[config.mk]
export PLATFORM = sky130hd
export DESIGN_NAME = mem_pager_top
export DESIGN_NICKNAME = d
export VERILOG_FILES = /design/src/design/zmem_pkg.sv /design/src/design/zclock_gen.sv /design/src/design/zports.sv /design/src/design/atm_pager.sv /design/src/design/window_mux.sv /design/src/design/mem_pager_top.sv
export SDC_FILE = /design/constraint.sdc
export NUM_CORES = 1
export LEC_CHECK = 0
export ABC_AREA = 1
export BUFFER_PORTS_ARGS = -buffer_cell sky130_fd_sc_hd__buf_2
export CAP_MARGIN = 20
export CORE_MARGIN = 2
export CORE_UTILIZATION = 50
export DETAILED_ROUTE_END_ITERATION = 8
export GPL_TIMING_DRIVEN = 0
export PLACE_DENSITY = 0.76
export SLEW_MARGIN = 20
export SYNTH_ARGS = -nofsm -noshare
export SYNTH_HDL_FRONTEND = slang
export SYNTH_HIERARCHICAL = 1
export SYNTH_SLANG_ARGS = --single-unit
[constraint.sdc]
create_clock -name fclk -period 2.3 [get_ports fclk]
set_input_delay 0.575 -clock fclk [delete_from_list [all_inputs] [get_ports fclk]]
set_output_delay 0.575 -clock fclk [all_outputs]
set_load 0.02 [all_outputs]
[src/design/zmem_pkg.sv]
// shared constants of the memory paging unit
// port decode values, window count, stall length, clock divide and reset values
// modules refer to these by scoped name, e.g. zmem_pkg::page_rst
`default_nettype none

package zmem_pkg;

	// four 16k windows over the z80 address space
	localparam int num_windows = 4;

	// low address byte shared by all ATM ports (xFF7, x7F7) and EFF7
	localparam logic [7:0] port_atm_lo = 8'hF7;

	// 7FFD decode pattern
	// bit 7 is compared with a15 and bit 1 with a1, other bits unused
	localparam logic [7:0] port_7ffd_a = 8'h7D;

	// high byte of the EFF7 port
	localparam logic [7:0] port_eff7_hi = 8'hEF;

	// low byte of the pager readback port xxBE
	localparam logic [7:0] port_rdbk_lo = 8'hBE;

	// a13..a8 of a DOS entry point (3Dxx)
	localparam logic [5:0] dos_entry_hi = 6'h3D;

	// extra fclk cycles of z80 clock stall after the DOS turn-on cycle
	localparam logic [2:0] stall_len = 3'd3;

	// fclk cycles per z80 clock period
	localparam int zclk_div = 4;

	// stored (inverted) page after reset, so window shows page FF
	localparam logic [7:0] page_rst = 8'h00;

	// 7FFD and EFF7 contents after reset
	localparam logic [7:0] p7ffd_rst = 8'h00;
	localparam logic [7:0] peff7_rst = 8'h00; // bit 2 low, 1M addressing on

	// DOS is active out of reset
	localparam logic dos_rst = 1'b1;

endpackage

`default_nettype wire

[src/design/zclock_gen.sv]
// z80 clock generator
// divides fclk by zmem_pkg::zclk_div and gives one-fclk zpos/zneg strobes
// just before the z80 clock rises or falls
// zclk_stall freezes the phase, so zclk holds its level and no new strobe appears
`timescale 1ns/1ps
`default_nettype none

module zclock_gen (
	input  wire fclk,
	input  wire rst_n,
	input  wire zclk_stall, // from the pagers, DOS turn-on
	output logic zclk,
	output wire zpos,
	output wire zneg
);

	localparam logic [1:0] ph_last = 2'(zmem_pkg::zclk_div - 1);     // zpos phase
	localparam logic [1:0] ph_half = 2'(zmem_pkg::zclk_div / 2 - 1); // zneg phase

	logic [1:0] phase;
	logic       fresh; // phase counter moved on the last edge

	// phase counter, paused while stalled
	always_ff @(posedge fclk or negedge rst_n)
	begin
		if (!rst_n)
		begin
			phase <= 2'd0;
			fresh <= 1'b0;
		end
		else
		begin
			if (!zclk_stall)
				phase <= (phase == ph_last) ? 2'd0 : phase + 2'd1;
			fresh <= ~zclk_stall; // held phase must not repeat its strobe
		end
	end

	// strobe only on the first cycle of a phase
	// the zneg that starts a stall is the one that turned DOS on
	assign zpos = fresh & (phase == ph_last);
	assign zneg = fresh & (phase == ph_half);

	// the z80 clock itself follows the strobes
	always_ff @(posedge fclk or negedge rst_n)
	begin
		if (!rst_n)
			zclk <= 1'b0;
		else if (zpos)
			zclk <= 1'b1;
		else if (zneg)
			zclk <= 1'b0;
	end

endmodule

`default_nettype wire

[src/design/zports.sv]
// z80 i/o port decoder for the paging unit
// catches the start of each i/o write on zneg, holds 7FFD, EFF7 and the DOS flag,
// and gives a one-fclk strobe for writes to the ATM xFF7/x7F7 ports
// the pagers latch their own maps off atm_f7_wr
`timescale 1ns/1ps
`default_nettype none

module zports (
	input  wire        fclk,
	input  wire        rst_n,
	input  wire        zneg,
	input  wire [15:0] za,
	input  wire [ 7:0] zd_in,
	input  wire        iorq_n,
	input  wire        wr_n,
	input  wire        dos_turn_on,  // ORed over all windows
	input  wire        dos_turn_off,
	output wire        atm_f7_wr,
	output wire [ 5:0] pent1m_page,
	output wire        pent1m_rom,
	output wire        pent1m_ram0_0,
	output wire        pent1m_1m_on,
	output wire        dos
);

	logic       iorq_n_r, wr_n_r; // bus state at the previous zneg
	logic       io_wr_stb;        // first zneg of an i/o write
	logic       sel_7ffd, sel_eff7, sel_atm;
	logic [7:0] p7ffd;
	logic [7:0] peff7;
	logic       dos_r;

	always_ff @(posedge fclk or negedge rst_n)
	begin
		if (!rst_n)
		begin
			iorq_n_r <= 1'b1;
			wr_n_r   <= 1'b1;
		end
		else if (zneg)
		begin
			iorq_n_r <= iorq_n;
			wr_n_r   <= wr_n;
		end
	end

	// both strobes low now, not both low at the previous zneg
	assign io_wr_stb = zneg & ~iorq_n & ~wr_n & (iorq_n_r | wr_n_r);

	// 7FFD is decoded on a15 and a1 only, as on the pentagon
	assign sel_7ffd = (za[15] == zmem_pkg::port_7ffd_a[7]) &&
	                  (za[1] == zmem_pkg::port_7ffd_a[1]);
	assign sel_eff7 = (za[15:8] == zmem_pkg::port_eff7_hi) &&
	                  (za[7:0] == zmem_pkg::port_atm_lo);
	// xFF7 and x7F7 have a13:a12 = 11, which keeps EFF7 out
	assign sel_atm  = (za[7:0] == zmem_pkg::port_atm_lo) && (za[13:12] == 2'b11);

	assign atm_f7_wr = io_wr_stb & sel_atm;

	always_ff @(posedge fclk or negedge rst_n)
	begin
		if (!rst_n)
		begin
			p7ffd <= zmem_pkg::p7ffd_rst;
			peff7 <= zmem_pkg::peff7_rst;
		end
		else if (io_wr_stb)
		begin
			if (sel_7ffd)
				p7ffd <= zd_in;
			if (sel_eff7)
				peff7 <= zd_in;
		end
	end

	assign pent1m_page   = {p7ffd[7:5], p7ffd[2:0]}; // 1M page, d7..d5 on top
	assign pent1m_rom    = p7ffd[4];                 // map select
	assign pent1m_ram0_0 = peff7[3];                 // ram page 0 at 0000
	assign pent1m_1m_on  = ~peff7[2];                // low bit means 1M on

	// DOS flag, turn-on wins if both come in one cycle
	always_ff @(posedge fclk or negedge rst_n)
	begin
		if (!rst_n)
			dos_r <= zmem_pkg::dos_rst;
		else if (dos_turn_on)
			dos_r <= 1'b1;
		else if (dos_turn_off)
			dos_r <= 1'b0;
	end

	assign dos = dos_r;

endmodule

`default_nettype wire

[src/design/atm_pager.sv]
// ATM style pager for one 16k window (addr = window number 0..3)
// keeps two maps picked by 7FFD bit 4; each map has the page as the cpu wrote it
// (inverted), a ram/rom bit and a 7FFD-override bit
// also flags DOS entry from 3Dxx and execution from ram, and stretches the
// z80 clock for a few fclk after DOS turns on
`timescale 1ns/1ps
`default_nettype none

module atm_pager #(
	parameter int unsigned addr = 0
) (
	input  wire        fclk,
	input  wire        rst_n,
	input  wire        zpos,
	input  wire        zneg,
	input  wire [15:0] za,
	input  wire [ 7:0] zd_in,
	input  wire        mreq_n,
	input  wire        m1_n,
	input  wire        pager_off,     // service rom in every window
	input  wire        pent1m_rom,
	input  wire [ 5:0] pent1m_page,
	input  wire        pent1m_ram0_0,
	input  wire        pent1m_1m_on,
	input  wire        in_nmi,        // above ram0_0 in window 0
	input  wire        atm_f7_wr,
	input  wire        dos,
	output logic [7:0] page,          // physical page
	output logic       romnram,       // 1 = rom
	output wire        dos_turn_on,
	output wire        dos_turn_off,
	output wire        stall_req,
	output wire  [7:0] rd_page0,      // readback, stored form
	output wire  [7:0] rd_page1,
	output wire  [1:0] rd_dos7ffd,
	output wire  [1:0] rd_ramnrom
);

	localparam logic [1:0] win = addr[1:0];

	logic [1:0][7:0] pages;    // inverted pages, one per map
	logic [1:0]      ramnrom;  // 1 = ram
	logic [1:0]      dos_7ffd; // ram: 7FFD low bits, rom: bit 0 from dos
	logic [7:0]      cur;      // stored page of the active map
	logic            m1_n_r, mreq_n_r;
	logic            fetch_stb; // opcode fetch starts in this window
	logic [2:0]      stall_cnt;

	assign cur = pages[pent1m_rom];

	// map writes through xFF7 / x7F7 of this window
	always_ff @(posedge fclk or negedge rst_n)
	begin
		if (!rst_n)
		begin
			pages    <= {2{zmem_pkg::page_rst}};
			ramnrom  <= 2'b00;
			dos_7ffd <= 2'b00;
		end
		else if (atm_f7_wr && (za[15:14] == win))
		begin
			if (za[11])
			begin // xFF7, 6 bit page plus flags
				pages[pent1m_rom]    <= {2'b11, zd_in[5:0]};
				ramnrom[pent1m_rom]  <= zd_in[6];
				dos_7ffd[pent1m_rom] <= zd_in[7];
			end
			else
			begin // x7F7, full ram page, override bit kept
				pages[pent1m_rom]   <= zd_in;
				ramnrom[pent1m_rom] <= 1'b1;
			end
		end
	end

	// physical page, one fclk behind its inputs
	always_ff @(posedge fclk or negedge rst_n)
	begin
		if (!rst_n)
		begin
			page    <= ~zmem_pkg::page_rst;
			romnram <= 1'b1;
		end
		else if (pager_off)
		begin
			page    <= 8'hFF;
			romnram <= 1'b1;
		end
		else if ((win == 2'd0) && in_nmi)
		begin // nmi handler lives in the last ram page
			page    <= 8'hFF;
			romnram <= 1'b0;
		end
		else if ((win == 2'd0) && pent1m_ram0_0)
		begin
			page    <= 8'h00;
			romnram <= 1'b0;
		end
		else
		begin
			romnram <= ~ramnrom[pent1m_rom];
			if (!dos_7ffd[pent1m_rom])
				page <= ~cur;
			else if (!ramnrom[pent1m_rom])
				page <= {~cur[7:1], dos}; // rom pair switched by DOS
			else if (pent1m_1m_on)
				page <= {~cur[7:6], pent1m_page};
			else
				page <= {~cur[7:3], pent1m_page[2:0]}; // 128k mode
		end
	end

	assign rd_page0   = pages[0];
	assign rd_page1   = pages[1];
	assign rd_dos7ffd = dos_7ffd;
	assign rd_ramnrom = ramnrom;

	// m1 sampled on zpos, mreq on zneg
	always_ff @(posedge fclk or negedge rst_n)
	begin
		if (!rst_n)
		begin
			m1_n_r   <= 1'b1;
			mreq_n_r <= 1'b1;
		end
		else
		begin
			if (zpos)
				m1_n_r <= m1_n;
			if (zneg)
				mreq_n_r <= mreq_n;
		end
	end

	assign fetch_stb = zneg & (za[15:14] == win) & ~m1_n_r & ~mreq_n & mreq_n_r;

	// DOS rom lives in map 1 with the override bit set
	assign dos_turn_on  = fetch_stb & (za[13:8] == zmem_pkg::dos_entry_hi) &
	                      dos_7ffd[1] & ~ramnrom[1] & pent1m_rom;
	assign dos_turn_off = fetch_stb & ramnrom[pent1m_rom];

	// stall for the turn-on cycle plus stall_len more, the rom needs time after
	// its page flips
	always_ff @(posedge fclk or negedge rst_n)
	begin
		if (!rst_n)
			stall_cnt <= 3'd0;
		else if (dos_turn_on)
			stall_cnt <= zmem_pkg::stall_len;
		else if (stall_cnt != 3'd0)
			stall_cnt <= stall_cnt - 3'd1;
	end

	assign stall_req = dos_turn_on | (stall_cnt != 3'd0);

endmodule

`default_nettype wire

[src/design/window_mux.sv]
// picks the active window by a15:a14 and builds the 22 bit physical address
// ORs the DOS strobes and stall requests of all windows
// answers i/o reads of xxBE with the addressed window's stored map
`timescale 1ns/1ps
`default_nettype none

module window_mux (
	input  wire [15:0] za,
	input  wire        iorq_n,
	input  wire        rd_n,
	input  wire [zmem_pkg::num_windows-1:0][7:0] win_page,
	input  wire [zmem_pkg::num_windows-1:0]      win_romnram,
	input  wire [zmem_pkg::num_windows-1:0]      win_dos_on,
	input  wire [zmem_pkg::num_windows-1:0]      win_dos_off,
	input  wire [zmem_pkg::num_windows-1:0]      win_stall,
	input  wire [zmem_pkg::num_windows-1:0][7:0] win_rd_page0,
	input  wire [zmem_pkg::num_windows-1:0][7:0] win_rd_page1,
	input  wire [zmem_pkg::num_windows-1:0][1:0] win_rd_dos7ffd,
	input  wire [zmem_pkg::num_windows-1:0][1:0] win_rd_ramnrom,
	output wire [21:0] mem_addr,
	output wire        romnram,
	output wire        dos_turn_on,
	output wire        dos_turn_off,
	output wire        zclk_stall,
	output logic [7:0] zd_out,
	output wire        zd_out_en
);

	wire [1:0] sel = za[15:14]; // window of the current address

	assign mem_addr = {win_page[sel], za[13:0]};
	assign romnram  = win_romnram[sel];

	// only the fetching window can strobe, but OR keeps it simple
	assign dos_turn_on  = |win_dos_on;
	assign dos_turn_off = |win_dos_off;
	assign zclk_stall   = |win_stall;

	assign zd_out_en = ~iorq_n & ~rd_n & (za[7:0] == zmem_pkg::port_rdbk_lo);

	// readback layout for a9 set: d3:d2 override bits, d1:d0 ram bits (map 1 high)
	always_comb
	begin
		if (za[9])
			zd_out = {4'h0, win_rd_dos7ffd[sel], win_rd_ramnrom[sel]};
		else if (za[8])
			zd_out = win_rd_page1[sel];
		else
			zd_out = win_rd_page0[sel];
	end

endmodule

`default_nettype wire

[src/design/mem_pager_top.sv]
// memory paging unit top level
// z80 bus in, 22 bit physical address and rom/ram select out
// clock generator, port decoder, one pager per 16k window and the window mux
`timescale 1ns/1ps
`default_nettype none

module mem_pager_top (
	input  wire        fclk,
	input  wire        rst_n,
	input  wire [15:0] za,
	input  wire [ 7:0] zd_in,
	input  wire        mreq_n,
	input  wire        iorq_n,
	input  wire        rd_n,
	input  wire        wr_n,
	input  wire        m1_n,
	input  wire        in_nmi,
	input  wire        pager_off,
	output wire [21:0] mem_addr,
	output wire        romnram,
	output wire        dos,
	output wire        zclk_stall,
	output wire        zclk,
	output wire        zpos,
	output wire        zneg,
	output wire [ 7:0] zd_out,
	output wire        zd_out_en
);

	localparam int nw = zmem_pkg::num_windows;

	logic            atm_f7_wr;
	logic [5:0]      pent1m_page;
	logic            pent1m_rom, pent1m_ram0_0, pent1m_1m_on;
	logic            dos_turn_on, dos_turn_off;
	logic [nw-1:0][7:0] w_page, w_rd_page0, w_rd_page1; // per window
	logic [nw-1:0]      w_romnram, w_dos_on, w_dos_off, w_stall;
	logic [nw-1:0][1:0] w_rd_dos7ffd, w_rd_ramnrom;

	zclock_gen i_clk (
		.fclk(fclk), .rst_n(rst_n), .zclk_stall(zclk_stall),
		.zclk(zclk), .zpos(zpos), .zneg(zneg)
	);

	zports i_ports (
		.fclk(fclk), .rst_n(rst_n), .zneg(zneg), .za(za), .zd_in(zd_in),
		.iorq_n(iorq_n), .wr_n(wr_n),
		.dos_turn_on(dos_turn_on), .dos_turn_off(dos_turn_off),
		.atm_f7_wr(atm_f7_wr), .pent1m_page(pent1m_page), .pent1m_rom(pent1m_rom),
		.pent1m_ram0_0(pent1m_ram0_0), .pent1m_1m_on(pent1m_1m_on), .dos(dos)
	);

	for (genvar w = 0; w < nw; w++)
	begin : g_win
		atm_pager #(.addr(w)) i_pager (
			.fclk(fclk), .rst_n(rst_n), .zpos(zpos), .zneg(zneg),
			.za(za), .zd_in(zd_in), .mreq_n(mreq_n), .m1_n(m1_n),
			.pager_off(pager_off), .pent1m_rom(pent1m_rom), .pent1m_page(pent1m_page),
			.pent1m_ram0_0(pent1m_ram0_0), .pent1m_1m_on(pent1m_1m_on),
			.in_nmi(in_nmi), .atm_f7_wr(atm_f7_wr), .dos(dos),
			.page(w_page[w]), .romnram(w_romnram[w]),
			.dos_turn_on(w_dos_on[w]), .dos_turn_off(w_dos_off[w]),
			.stall_req(w_stall[w]),
			.rd_page0(w_rd_page0[w]), .rd_page1(w_rd_page1[w]),
			.rd_dos7ffd(w_rd_dos7ffd[w]), .rd_ramnrom(w_rd_ramnrom[w])
		);
	end

	window_mux i_mux (
		.za(za), .iorq_n(iorq_n), .rd_n(rd_n),
		.win_page(w_page), .win_romnram(w_romnram),
		.win_dos_on(w_dos_on), .win_dos_off(w_dos_off), .win_stall(w_stall),
		.win_rd_page0(w_rd_page0), .win_rd_page1(w_rd_page1),
		.win_rd_dos7ffd(w_rd_dos7ffd), .win_rd_ramnrom(w_rd_ramnrom),
		.mem_addr(mem_addr), .romnram(romnram),
		.dos_turn_on(dos_turn_on), .dos_turn_off(dos_turn_off),
		.zclk_stall(zclk_stall), .zd_out(zd_out), .zd_out_en(zd_out_en)
	);

endmodule

`default_nettype wire

# --- After elaboration in Yosys (flattened, before gate mapping) ---
# Index checks and enable logic that the tools add are counted.
word_totals:
  regBits: 149
  input_bits: 33
  elab_cells: 272
classes:
  addsub: 5
  n_lt_le_gt_ge: 3
  n_eq_ne: 10
  n_mux: 103
  n_bitwise: 85
  reduce_logical: 28
ops:
  columns: ["op", "count"]
  rows:
  - ["$mux W8", 32]
  - ["$bwmux W16", 8]
  - ["$mux W16", 4]
  - ["$bmux W8 S2", 3]
  - ["$and A1 B1 Y1", 44]
  - ["$not A8 Y8", 4]
  - ["$mux W1", 28]
  - ["$not A7 Y7", 4]
  - ["$eq A8 B8 Y1 const B", 3]
  - ["$mux W3", 8]
  - ["$not A5 Y5", 4]
  - ["$bwmux W2", 8]
  - ["$not A1 Y1", 16]
  - ["$mux W2", 7]
  - ["$reduce_and A2 Y1", 6]
  - ["$reduce_bool A2 Y1", 6]
  - ["$reduce_bool A3 Y1", 4]
  - ["$reduce_or A4 Y1", 3]
  - ["$sub A3 B1 Y3 const B", 4]
  - ["$bmux W2 S2", 2]
  - ["$demux W8 S1", 1]
  - ["$eq A2 B2 Y1 const B", 4]
  - ["$logic_and A1 B1 Y1", 8]
  - ["$not A2 Y2", 4]
  - ["11 further kinds", 19]

# --- Logic depth before layout (Yosys ltp) ---
# Gate-level depths: netlist of run 1.
logic_depth:
  word_depth: 13
  depth_mapped: 15
  depth_no_buf: 15

# --- Cells and area by module ---
# Netlist of run 1, hierarchy kept.
modules_own_cells:
  columns: ["mod", "instances", "cells_per_inst", "area_per_inst_um2"]
  rows:
  - ["atm_pager (g_win[1].i_pager ...)", 2, 185, 1671.6]
  - ["atm_pager (g_win[0].i_pager)", 1, 201, 1690.4]
  - ["atm_pager (g_win[3].i_pager)", 1, 179, 1545.2]
  - ["window_mux", 1, 300, 1376.3]
  - ["zports", 1, 71, 610.6]
  - ["zclock_gen", 1, 20, 178.9]

# --- Least setup slack after synthesis of run 1 ---
# OpenSTA, ideal clock, no wires.
synth_path:
  path_type: "reg2reg"
  start: "register i_clk.phase[1]"
  end: "register with a tool-made name"
  setup_time_ns: 0.132
  arrival_ns: 2.203
  required_time_ns: 2.169
  setup_slack_ns: -0.034
  path_stages_with_launch: 16
  path_cell_list: "dfrtp_1 > inv_1 > ha_1 > nand2_1 > inv_1 > inv_2 > nor2_4 > nand3_4 > nor2_4 > and3_1 > inv_1 > nor2_1 > nand2_1 > clkbuf_1 > nand2_1 > o21ai_0"
synth_rtl:
  columns: ["item", "line_no", "rtl"]
  rows:
  - ["start, declared", "zclock_gen.sv:20", "logic [1:0] phase;"]
  - ["start signal, assigned", "zclock_gen.sv:34", "phase <= (phase == ph_last) ? 2'd0 : phase + 2'd1;"]

# --- Worst setup path after layout of run 1 ---
layout_path:
  start: "register i_ports.p7ffd[4]"
  end: "output zclk_stall"
layout_between:
  elab_chain_len: 3
layout_rtl:
  columns: ["item", "line_no", "rtl"]
  rows:
  - ["start, declared", "zports.sv:29", "logic [7:0] p7ffd;"]
  - ["start signal, assigned", "zports.sv:64", "p7ffd <= zmem_pkg::p7ffd_rst;"]
  - ["start signal, assigned", "zports.sv:70", "p7ffd <= zd_in;"]
  - ["$and A1 B1 Y1", "atm_pager.sv:139", "dos_7ffd[1] & ~ramnrom[1] & pent1m_rom;"]
  - ["$or A1 B1 Y1", "atm_pager.sv:154", "assign stall_req = dos_turn_on | (stall_cnt != 3'd0);"]
  - ["net w_stall[3]", "mem_pager_top.sv:37", "logic [nw-1:0] w_romnram, w_dos_on, w_dos_off, w_stall;"]
  - ["$reduce_or A4 Y1", "window_mux.sv:37", "assign zclk_stall = |win_stall;"]
  - ["end, declared", "mem_pager_top.sv:22", "output wire zclk_stall,"]
# The timed path passes the listed nets, and every way through them passes these cells.

==> flow_summary_export.csv, run 1 <==
group,metric,value,unit
finish,drive_above_1_share,27.8,%
job,max_cap_viol_count,0,
sta,finalSetupTns,-508,ps
setup_path,critical_path_required,1730,ps
finish,final_util,62.6,%
clocking,cts-root-buf,"clkbuf_16",
placement,detailed_place_hpwl,19600,um
placement,placed_area,9410,um2
placement,dp_slack,-523,ps
die,num_rows,48,
clocking,cts_buffers,17,
synthesis,synth_warnings,6,
grt,overflow,0,
placement,place.gp.congestion,1.01,
power,total_power,6.71,mW
die,pin_count,70,
sta,rsz0062_at_grt,"yes",
sta,skew,10.0,ps
synthesis,syn-instance-count,1141,
sta,hold_viol_final,0,
grt,grt_usage,30.6,%
clocking,clock_path_buffers,2,
synthesis,yosysSeqAreaShare,44.2,%
setup_path,startpoint_type,"flop",
clocking,cts_tree,"built",
routing,wl,28000,um
routing,avgRoutedWirePerCell,18.6,um
synthesis,synth_top_area_cell,"dfrtp_1",
finish,multi_input_area,4050,um2
synthesis,avgSynthCellArea,7.66,um2
routing,vias,8429,
power,cellPowerDensity,624,nW/um2
clocking,clkSlewWorstSetupHoldPaths,70,ps
routing,drt-initial-drc-count,958,
clocking,postCtsHoldBufs,0,
outcome,violations,"setup timing",
synthesis,synth_cell_types,44,
routing,first_pass_iters,6,
routing,drc,0,
setup_path,crit_fanout,10,
die,core,17200,um2
die,die_area,18600,um2
synthesis,ys_ff_latch,152,
synthesis,synthTopCellsByArea,"dfrtp_1 (30%), dfstp_2 (14%), nand2_1 (13%)",
clocking,h-tree-depth,4,
sta,slew_viol_final,0,
setup_path,worst_setup_path_end_kind,"output port",
synthesis,synth_area,8740,um2
grt,antenna_found_initial,0,
power,p_leak,5.22,nW
synthesis,async_flop_share,100,%
setup_path,crit_arrival,2060,ps
clocking,clock_sinks,152,
grt,grt_pass1_wl,42200,um
clocking,clk_latency,430,ps
setup_path,crit_type,"reg -> out",
sta,timing.final.crit_share,115,%
worst_hold_path,hold_class,"in -> async",
sta,fmax,0.379,GHz
routing,antenna_left,0,
synthesis,netlist.area_leader.share,30.0,%
sta,setup_violations,11,
finish,n_fill_cell,1507,
finish,areaGrowthSynthToFinish,23.0,%
die,die_y,136,um
finish,nNetsFinal,1315,
grt,grt_max_degree,89,
die,start_util,50.9,%
grt,grt_pass1_vias,7747,
routing,vias_per_cell,5.58,
sta,relSlewSlack,59.1,%
sta,setup_ws,-338,ps
finish,diodes,0,
synthesis,syn_nets,1184,
synthesis,synth_top_flop_cell,"dfrtp_1",
die,die_width,136,um
finish,regArea,3870,um2
placement,port_buffers,69,
power,ir_worst_vdd,0.501,mV
sta,worst_pin_slew,608,ps
sta,min_period,2640,ps
synthesis,synth_enable_flop_cells,0,
outcome,outcome,"finished with violations",
finish,stdcell_area,10800,um2
## per-layer routing
layer	vias to the layer above	global-route usage (%)	wire [um]	part of all wire [%]
li1	3909	-	-	-
met1	4014	41.4	11400	41
met2	439	47.3	13100	47
met3	67	7.49	2710	9.7
met4	0	11.9	865	3.1
met5	-	0	0	0
## logic make-up after synthesis
logic type | synth area share (%)
DFF | 44.2
adders and majority gates | 1.43
xor gates and xnor gates | 0.401
buffers and inverters | 11.5
and+or+nand+nor | 29.9
muxes | 0.773
AOI/OAI and AO/OA | 11.8
## worst max-delay path, stage by stage, from the launching register on
cell     delay, ps
dfrtp_4        530
inv_2          150
nor2_1         260
nand3_2        180
o21ai_0        210
nor2_1          80
nand2_2        100
buf_6          120
## repair_timing
| item | 4_1_cts | 5_1_grt |
|---|---|---|
| buffers inserted | 13 | 23 |
| endpoints found under the setup margin | 89 | 82 |
| pin swaps | 8 | 24 |
| gates resized for setup | 37 | 125 |
| cloned | 0 | 6 |
## Yosys cell counts (5+ instances only)
library cell,number
inv_1,137
mux2_2,6
nand2_1,296
nor3_1,5
buf_2,7
o21ai_1,30
buf_4,18
o21ai_0,104
dfrtp_1,105
nor2_1,126
nand2_4,10
a21boi_0,9
a21oi_1,28
inv_2,9
nand2_2,10
nand4_1,25
nor2_4,10
buf_6,16
ha_1,10
dfstp_2,47
nand3_1,75
o22ai_1,9
nor2_2,7
## area by class of cell
cell class,count,share of cell area [%]
buffer,50,4.75
clock buffer,17,3.95
clock inverter,15,1.87
inverter,150,5.56
multi-input combinational,789,37.6
sequential,152,36.0
tap,225,2.62
timing repair buffer,112,7.69
## final timing paths
check | to | slack [ps] | start | cells after the start
max | zclk_stall | -340 | i_ports/p7ffd[4] | 7
min | async pin | 90 | rst_n | 1
max reg2reg | flop | -40 | i_clk/phase[1] | 17
min reg2reg | i_clk/zclk | 480 | i_clk/zclk | 2
max in group asynchronous | g_win[0].i_pager/page[4] | 1350 | rst_n | 2
min in group fclk | g_win[0].i_pager/romnram | 350 | in_nmi | 2
## cells in the final DEF, fill, tap and decap left out, drive strengths merged, types with 3 or more instances in the layout
| cell | synthesis | layout |
|---|---|---|
| a21boi | 9 | 9 |
| a21oi | 29 | 29 |
| buf | 44 | 155 |
| bufinv | 0 | 3 |
| clkbuf | 6 | 24 |
| clkinv | 2 | 4 |
| dfrtp | 105 | 105 |
| dfstp | 47 | 47 |
| ha | 10 | 10 |
| inv | 148 | 157 |
| mux2 | 6 | 6 |
| nand2 | 316 | 316 |
| nand3 | 83 | 83 |
| nand4 | 25 | 25 |
| nor2 | 143 | 143 |
| nor3 | 6 | 6 |
| o211ai | 4 | 4 |
| o21ai | 138 | 138 |
| o22ai | 9 | 9 |
| xor2 | 4 | 4 |
## stage by stage
step / hold slack, ps / cells
detailed placement: 456 / 1436
floorplan: 279 / 1141
finish: 89.0 / 1510
global route: 119 / 1510
global placement: 450 / 1435
CTS: 108 / 1481
## report_power, final
part           switching [mW]  internal, mW  leakage, nW
registers              0.0642          2.75         1.90
clock network            1.25          1.76        0.306
logic                   0.601         0.290         3.02
(Power assumes the default switching activity.)
==> run 2: changes to the inputs <==
ABC_AREA = default   (was 1)
==> flow_summary_export.csv, run 2 <==
group,metric,value,unit
outcome,outcome,"finished with violations",
outcome,violations,"setup timing",
synthesis,synth_top_flop_cell,"dfrtp_1",
placement,dp_slack,-875,ps
die,num_rows,46,
routing,vias_per_cell,6.26,
die,die_y,131,um
die,die_width,131,um
sta,timing.final.crit_share,129,%
synthesis,netlist.area_leader.share,32.5,%
synthesis,synth_xor_area_share,0.434,%
synthesis,synth_top_family_by_area,"multiplexers",
synthesis,synth_cell_types,57,
setup_path,r2r_start,"i_clk/phase[1]",
sta,finalSetupTns,-13450,ps
routing,avgRoutedWirePerCell,24.4,um
sta,setup_violations,101,
power,switching_share,23.2,%
sta,slew_viol_final,0,
synthesis,synth-simple-area-share,13.6,%
sta,rsz0062_at_grt,"yes",
setup_path,crit_fanout,6,
finish,areaGrowthSynthToFinish,31.4,%
sta,setup_ws,-663,ps
synthesis,async_flop_share,100,%
synthesis,synth_top_area_cell,"dfrtp_1",
sta,hold_viol_final,0,
routing,first_pass_iters,8,
synthesis,ys_ff_latch,152,
power,p_leak,4.85,nW
synthesis,ys_top_cells_by_count,"dfrtp_1 (105), mux2_2 (82), nor2_1 (56)",
power,cellPowerDensity,591,nW/um2
routing,vias,6522,
routing,antenna_left,0,
grt,grt_pass1_vias,6354,
grt,grt_max_degree,111,
setup_path,r2r_cells,12,
die,pin_count,70,
synthesis,yosysMostFrequentCell,"dfrtp_1",
finish,n_fill_cell,1020,
clocking,cts_tree,"built",
die,start_util,51.0,%
clocking,postCtsHoldBufs,0,
power,p_comb_share,9.0,%
power,ir_worst_vdd,0.602,mV
grt,overflow,0,
setup_path,crit_type,"reg -> out",
placement,place.gp.congestion,0.917,
setup_path,crit_arrival,2390,ps
grt,grt_pass1_wl,35500,um
sta,relSlewSlack,50.1,%
placement,detailed_place_hpwl,15200,um
synthesis,synth_enable_flop_cells,0,
grt,antenna_found_initial,2,
power,switching_power,1.45,mW
synthesis,syn_nets,713,
synthesis,syn-instance-count,670,
synthesis,avgSynthCellArea,12.0,um2
synthesis,yosysSeqAreaShare,47.8,%
setup_path,r2r-end,"g_win[0].i_pager/rd_dos7ffd[0]",
finish,mostFrequentLayoutCells,"dfrtp_1 (105), buf_2 (55), mux2_2 (50)",
synthesis,synthTopCellsByArea,"dfrtp_1 (33%), dfstp_2 (15%), mux2_2 (11%)",
setup_path,worst_setup_path_end_kind,"output port",
die,core,15800,um2
routing,wl,25500,um
setup_path,critical_path_required,1730,ps
finish,nNetsFinal,856,
finish,fin_cells,1042,
sta,skew,8.03,ps
routing,drt-initial-drc-count,666,
setup_path,reg2reg_slack,-270,ps
die,die_area,17200,um2
clocking,cts_buffers,17,
finish,diodes,0,
clocking,clkSlewWorstSetupHoldPaths,60,ps
placement,dp.cells,956,
grt,grt_usage,28.1,%
synthesis,synth-compound-area-share,8.14,%
power,clock_power_share,47.1,%
sta,min_period,2960,ps
clocking,clk_latency,430,ps
finish,drive_above_1_share,53.0,%
finish,final_common_cell,"dfrtp_1",
worst_hold_path,hold_class,"in -> async",
sta,worst_pin_slew,748,ps
clocking,h-tree-depth,4,
placement,port_buffers,69,
clocking,cts-root-buf,"clkbuf_16",
setup_path,startpoint_type,"flop",
synthesis,synth_area,8070,um2
clocking,clock_sinks,152,
synthesis,synth_warnings,6,
power,p_int,4.81,mW
synthesis,yosys.area_share.adder,1.55,%
clocking,clock_path_buffers,2,
routing,drc,0,
power,seq_power_share,43.9,%
job,max_cap_viol_count,0,
sta,fmax,0.338,GHz
synthesis,synthMuxAreaShare,23.4,%
==> run 2: cell count changes after synthesis, moves of 19 or more <==
cell     previous run  this run
nand3_1            75        13
mux4_2              0        25
nor2_1            126        56
inv_1             137        25
o21ai_1            30         4
nand2_1           296        38
o21ai_0           104        27
nand4_1            25         6
mux2i_1             0        33
nor2b_1             0        19
mux2_2              6        82
==> run 2: cell families (layout without fill, tap and decap cells) <==
family	after synthesis	count (layout)
buf+inv	69	225
fa+ha+maj	10	10
simple gates	189	189
compound gates	100	100
flops	152	152
xor+xnor	4	4
mux	146	146
==> run 2: area by class of cell <==
| type | instances | area (um2) | share of cell area, % |
|---|---|---|---|
| Clock inverter | 8 | 119 | 1.12 |
| Sequential cell | 152 | 3860 | 36.4 |
| Multi-Input combinational cell | 449 | 4250 | 40.1 |
| Clock buffer | 24 | 504 | 4.75 |
| Inverter | 26 | 101 | 0.956 |
| Buffer | 43 | 428 | 4.03 |
| Tap cell | 216 | 270 | 2.55 |
| Timing Repair Buffer | 124 | 1070 | 10.1 |
==> run 2: power by group through the flow <==
stage,clock network (mW),registers (mW),logic (mW)
after floorplan,0,2.78,0.243
after global placement,0,2.79,0.433
after detailed placement,0,2.79,0.452
after CTS,2.95,2.75,0.508
after global routing,3.10,2.75,0.590
final,2.95,2.75,0.561
==> run 2: metal layers <==
metal	vias to the layer above	wire, um	track usage [%]
li1	2715	-	-
met1	3283	9310	35.0
met2	394	12700	46.5
met3	128	2270	6.94
met4	2	1200	12.6
met5	-	13	0
==> run 2: worst max-delay path by stage <==
stage | from | to | slack [ps] | cells after the start
2_1_floorplan | i_clk/phase[0] | zclk_stall | -130 | 8
3_3_place_gp | rst_n | g_win[1].i_pager/rd_page0[6] | -1300 | 1
3_5_place_dp | za[15] | zd_out[3] | -870 | 6
4_1_cts | i_clk/phase[1] | zclk_stall | -640 | 10
5_1_grt | i_clk/phase[1] | zclk_stall | -740 | 10
6_report | i_clk/phase[1] | zclk_stall | -660 | 10
==> run 2: through the flow <==
stage	power [mW]	cell area, um2	utilization [%]	hold WS (ps)
2_1_floorplan	3.02	8130	-	279
3_3_place_gp	3.22	8750	55.3	453
3_5_place_dp	3.24	8790	55.5	464
4_1_cts	6.21	9960	62.9	26.8
5_1_grt	6.45	10600	67.0	37.5
6_report	6.26	10600	67.0	19.8
==> run 2: critical path, stage by stage, from the launching register on <==
cell,delay [ps]
dfrtp_1,390
inv_1,60
ha_2,180
nand2_4,60
clkinvlp_4,120
nand4_1,90
or3_4,350
or3_4,390
nand2_2,70
or4_4,130
buf_6,110
==> run 2: repair_timing <==
item                       CTS  global route
pin swaps                    9            11
gates resized for setup     66           133
cloned                       2             1
setup buffers               33            20
setup endpoints to repair   97            90
==> run 3: changes to the inputs <==
CORE_UTILIZATION = 54   (was 50)
PLACE_DENSITY = 0.81   (was 0.76)
==> flow_summary_export.csv, run 3 (same netlist as run 2, synthesis figures left out) <==
group,metric,value,unit
outcome,outcome,"finished with violations",
outcome,violations,"setup timing",
sta,timing.final.crit_share,129,%
job,max_cap_viol_count,0,
setup_path,critPathLaunch,"i_clk/phase[0]",
setup_path,crit_fanout,5,
sta,min_period,2960,ps
routing,wl,23800,um
sta,fmax,0.337,GHz
clocking,cts_tree,"built",
placement,port_buffers,69,
finish,nNetsFinal,860,
routing,first_pass_iters,5,
clocking,h-tree-depth,4,
grt,overflow,0,
finish,n_fill_cell,891,
finish,mostFrequentLayoutCells,"dfrtp_1 (105), mux2_2 (66), buf_2 (58)",
clocking,clock_path_buffers,2,
routing,antenna_left,0,
clocking,postCtsHoldBufs,0,
setup_path,r2r_start,"i_clk/phase[1]",
grt,grt_usage,28.8,%
setup_path,cp_num_cells,9,
die,core,14600,um2
sta,relSlewSlack,51.6,%
setup_path,crit_path_max_incr_delay,540,ps
routing,drt-initial-drc-count,659,
finish,fin_cells,1014,
clocking,cts-root-buf,"clkbuf_16",
grt,grt_pass1_vias,6319,
clocking,clk_latency,430,ps
power,total_power,6.06,mW
setup_path,crit_end,"zclk_stall",
worst_hold_path,hold_class,"in -> async",
setup_path,r2r_cells,13,
die,pin_count,70,
setup_path,crit_type,"reg -> out",
routing,drc,0,
setup_path,critical-path-top-delay-family,"simple AND/OR/NAND/NOR gates",
setup_path,reg2reg_slack,-170,ps
finish,areaGrowthSynthToFinish,27.6,%
setup_path,r2r-end,"g_win[0].i_pager/rd_dos7ffd[1]",
die,die_y,126,um
finish,drive_above_1_share,49.6,%
grt,grt_max_degree,105,
sta,slew_viol_final,0,
power,ir_worst_vdd,0.495,mV
routing,vias_per_cell,6.28,
placement,dp.cells,924,
placement,detailed_place_hpwl,15000,um
setup_path,worst_path_max_delay_cell,"or4_4",
placement,dp_slack,-879,ps
setup_path,worst-path-buf-inv,3,
sta,setup_ws,-664,ps
finish,final_util,70.6,%
die,start_util,55.3,%
die,die_width,126,um
clocking,clkSlewWorstSetupHoldPaths,60,ps
sta,skew,7.79,ps
sta,hold_viol_final,0,
finish,final_common_cell,"dfrtp_1",
setup_path,path_cells,"ha_4 > nand2_4 > clkinvlp_4 > buf_4 > nand4_1 > or3_4 > nand2_1 > or4_4 > buf_6",
setup_path,startpoint_type,"flop",
setup_path,critical_path_required,1730,ps
routing,avgRoutedWirePerCell,23.4,um
setup_path,crit_arrival,2390,ps
die,die_area,15900,um2
sta,worst_pin_slew,723,ps
clocking,cts_buffers,17,
sta,rsz0062_at_grt,"yes",
finish,diodes,0,
grt,grt_pass1_wl,34800,um
placement,place.gp.congestion,0.912,
die,num_rows,44,
sta,setup_violations,87,
clocking,clock_sinks,152,
grt,antenna_found_initial,0,
power,p_leak,4.77,nW
setup_path,worst_setup_path_end_kind,"output port",
routing,vias,6368,
power,cellPowerDensity,589,nW/um2
run 3: cell types whose count changed in the layout (fill, tap and decap cells not counted), sizes merged:
cell      delta
clkbuf       -5
inv          +2
buf          +4
clkinvlp     +2
bufinv       -1
clkinv       +2
run 3: stage by stage:
step / area, um2 / hold WS, ps / TNS, ps
floorplan: 8130 / 279 / -467
global placement: 8710 / 453 / -176330
detailed placement: 8750 / 460 / -21120
CTS: 9800 / 52.2 / -2180
global route: 10300 / 57.1 / -15980
finish: 10300 / 38.9 / -7940
run 3: routing by layer:
layer / vias to the layer above / share of wire, % / track usage (%)
met5: - / 0 / 0
met4: 0 / 4.8 / 13.0
met3: 106 / 8.0 / 6.07
met2: 370 / 49 / 46.9
met1: 3171 / 39 / 37.2
li1: 2721 / - / -
run 3: final cells by class:
class / instances / area, um2 / area share, %
Multi-Input combinational cell: 449 / 4040 / 39.2
Timing Repair Buffer: 128 / 1050 / 10.2
Sequential cell: 152 / 3860 / 37.5
Buffer: 43 / 428 / 4.15
Tap cell: 184 / 230 / 2.23
Inverter: 26 / 101 / 0.984
Clock inverter: 13 / 146 / 1.42
Clock buffer: 19 / 443 / 4.30
run 3: worst min-delay path by stage:
stage | cells after the start | endpoint
CTS | 1 | i_clk/phase[0]
finish | 1 | i_clk/phase[0]
detailed placement | 1 | i_clk/zclk
floorplan | 0 | async pin
global placement | 1 | i_clk/zclk
global route | 1 | g_win[2].i_pager/stall_cnt[1]
run 3: worst register-to-register path: stages (launching register included):
cell and delay, ps:
dfrtp_1 390, inv_2 70, ha_4 130, nand2_4 60
clkinvlp_4 110, buf_4 120, buf_6 110, nand2b_4 60
nor4_4 150, and3_4 330, and4bb_2 330, buf_6 120
nand2_1 60, mux2_2 300
run 3: timing repair:
item,4_1_cts,5_1_grt
gates cloned,2,3
setup buffers,28,28
setup endpoints to repair,95,91
pin swaps,8,18
resized for setup,60,78
run 3: report_power, final:
group / internal (mW) / switching, mW / total (mW) / leakage (nW)
combinational: 0.216 / 0.313 / 0.529 / 2.54
clock: 1.63 / 1.15 / 2.79 / 0.284
sequential: 2.72 / 0.0346 / 2.75 / 1.95
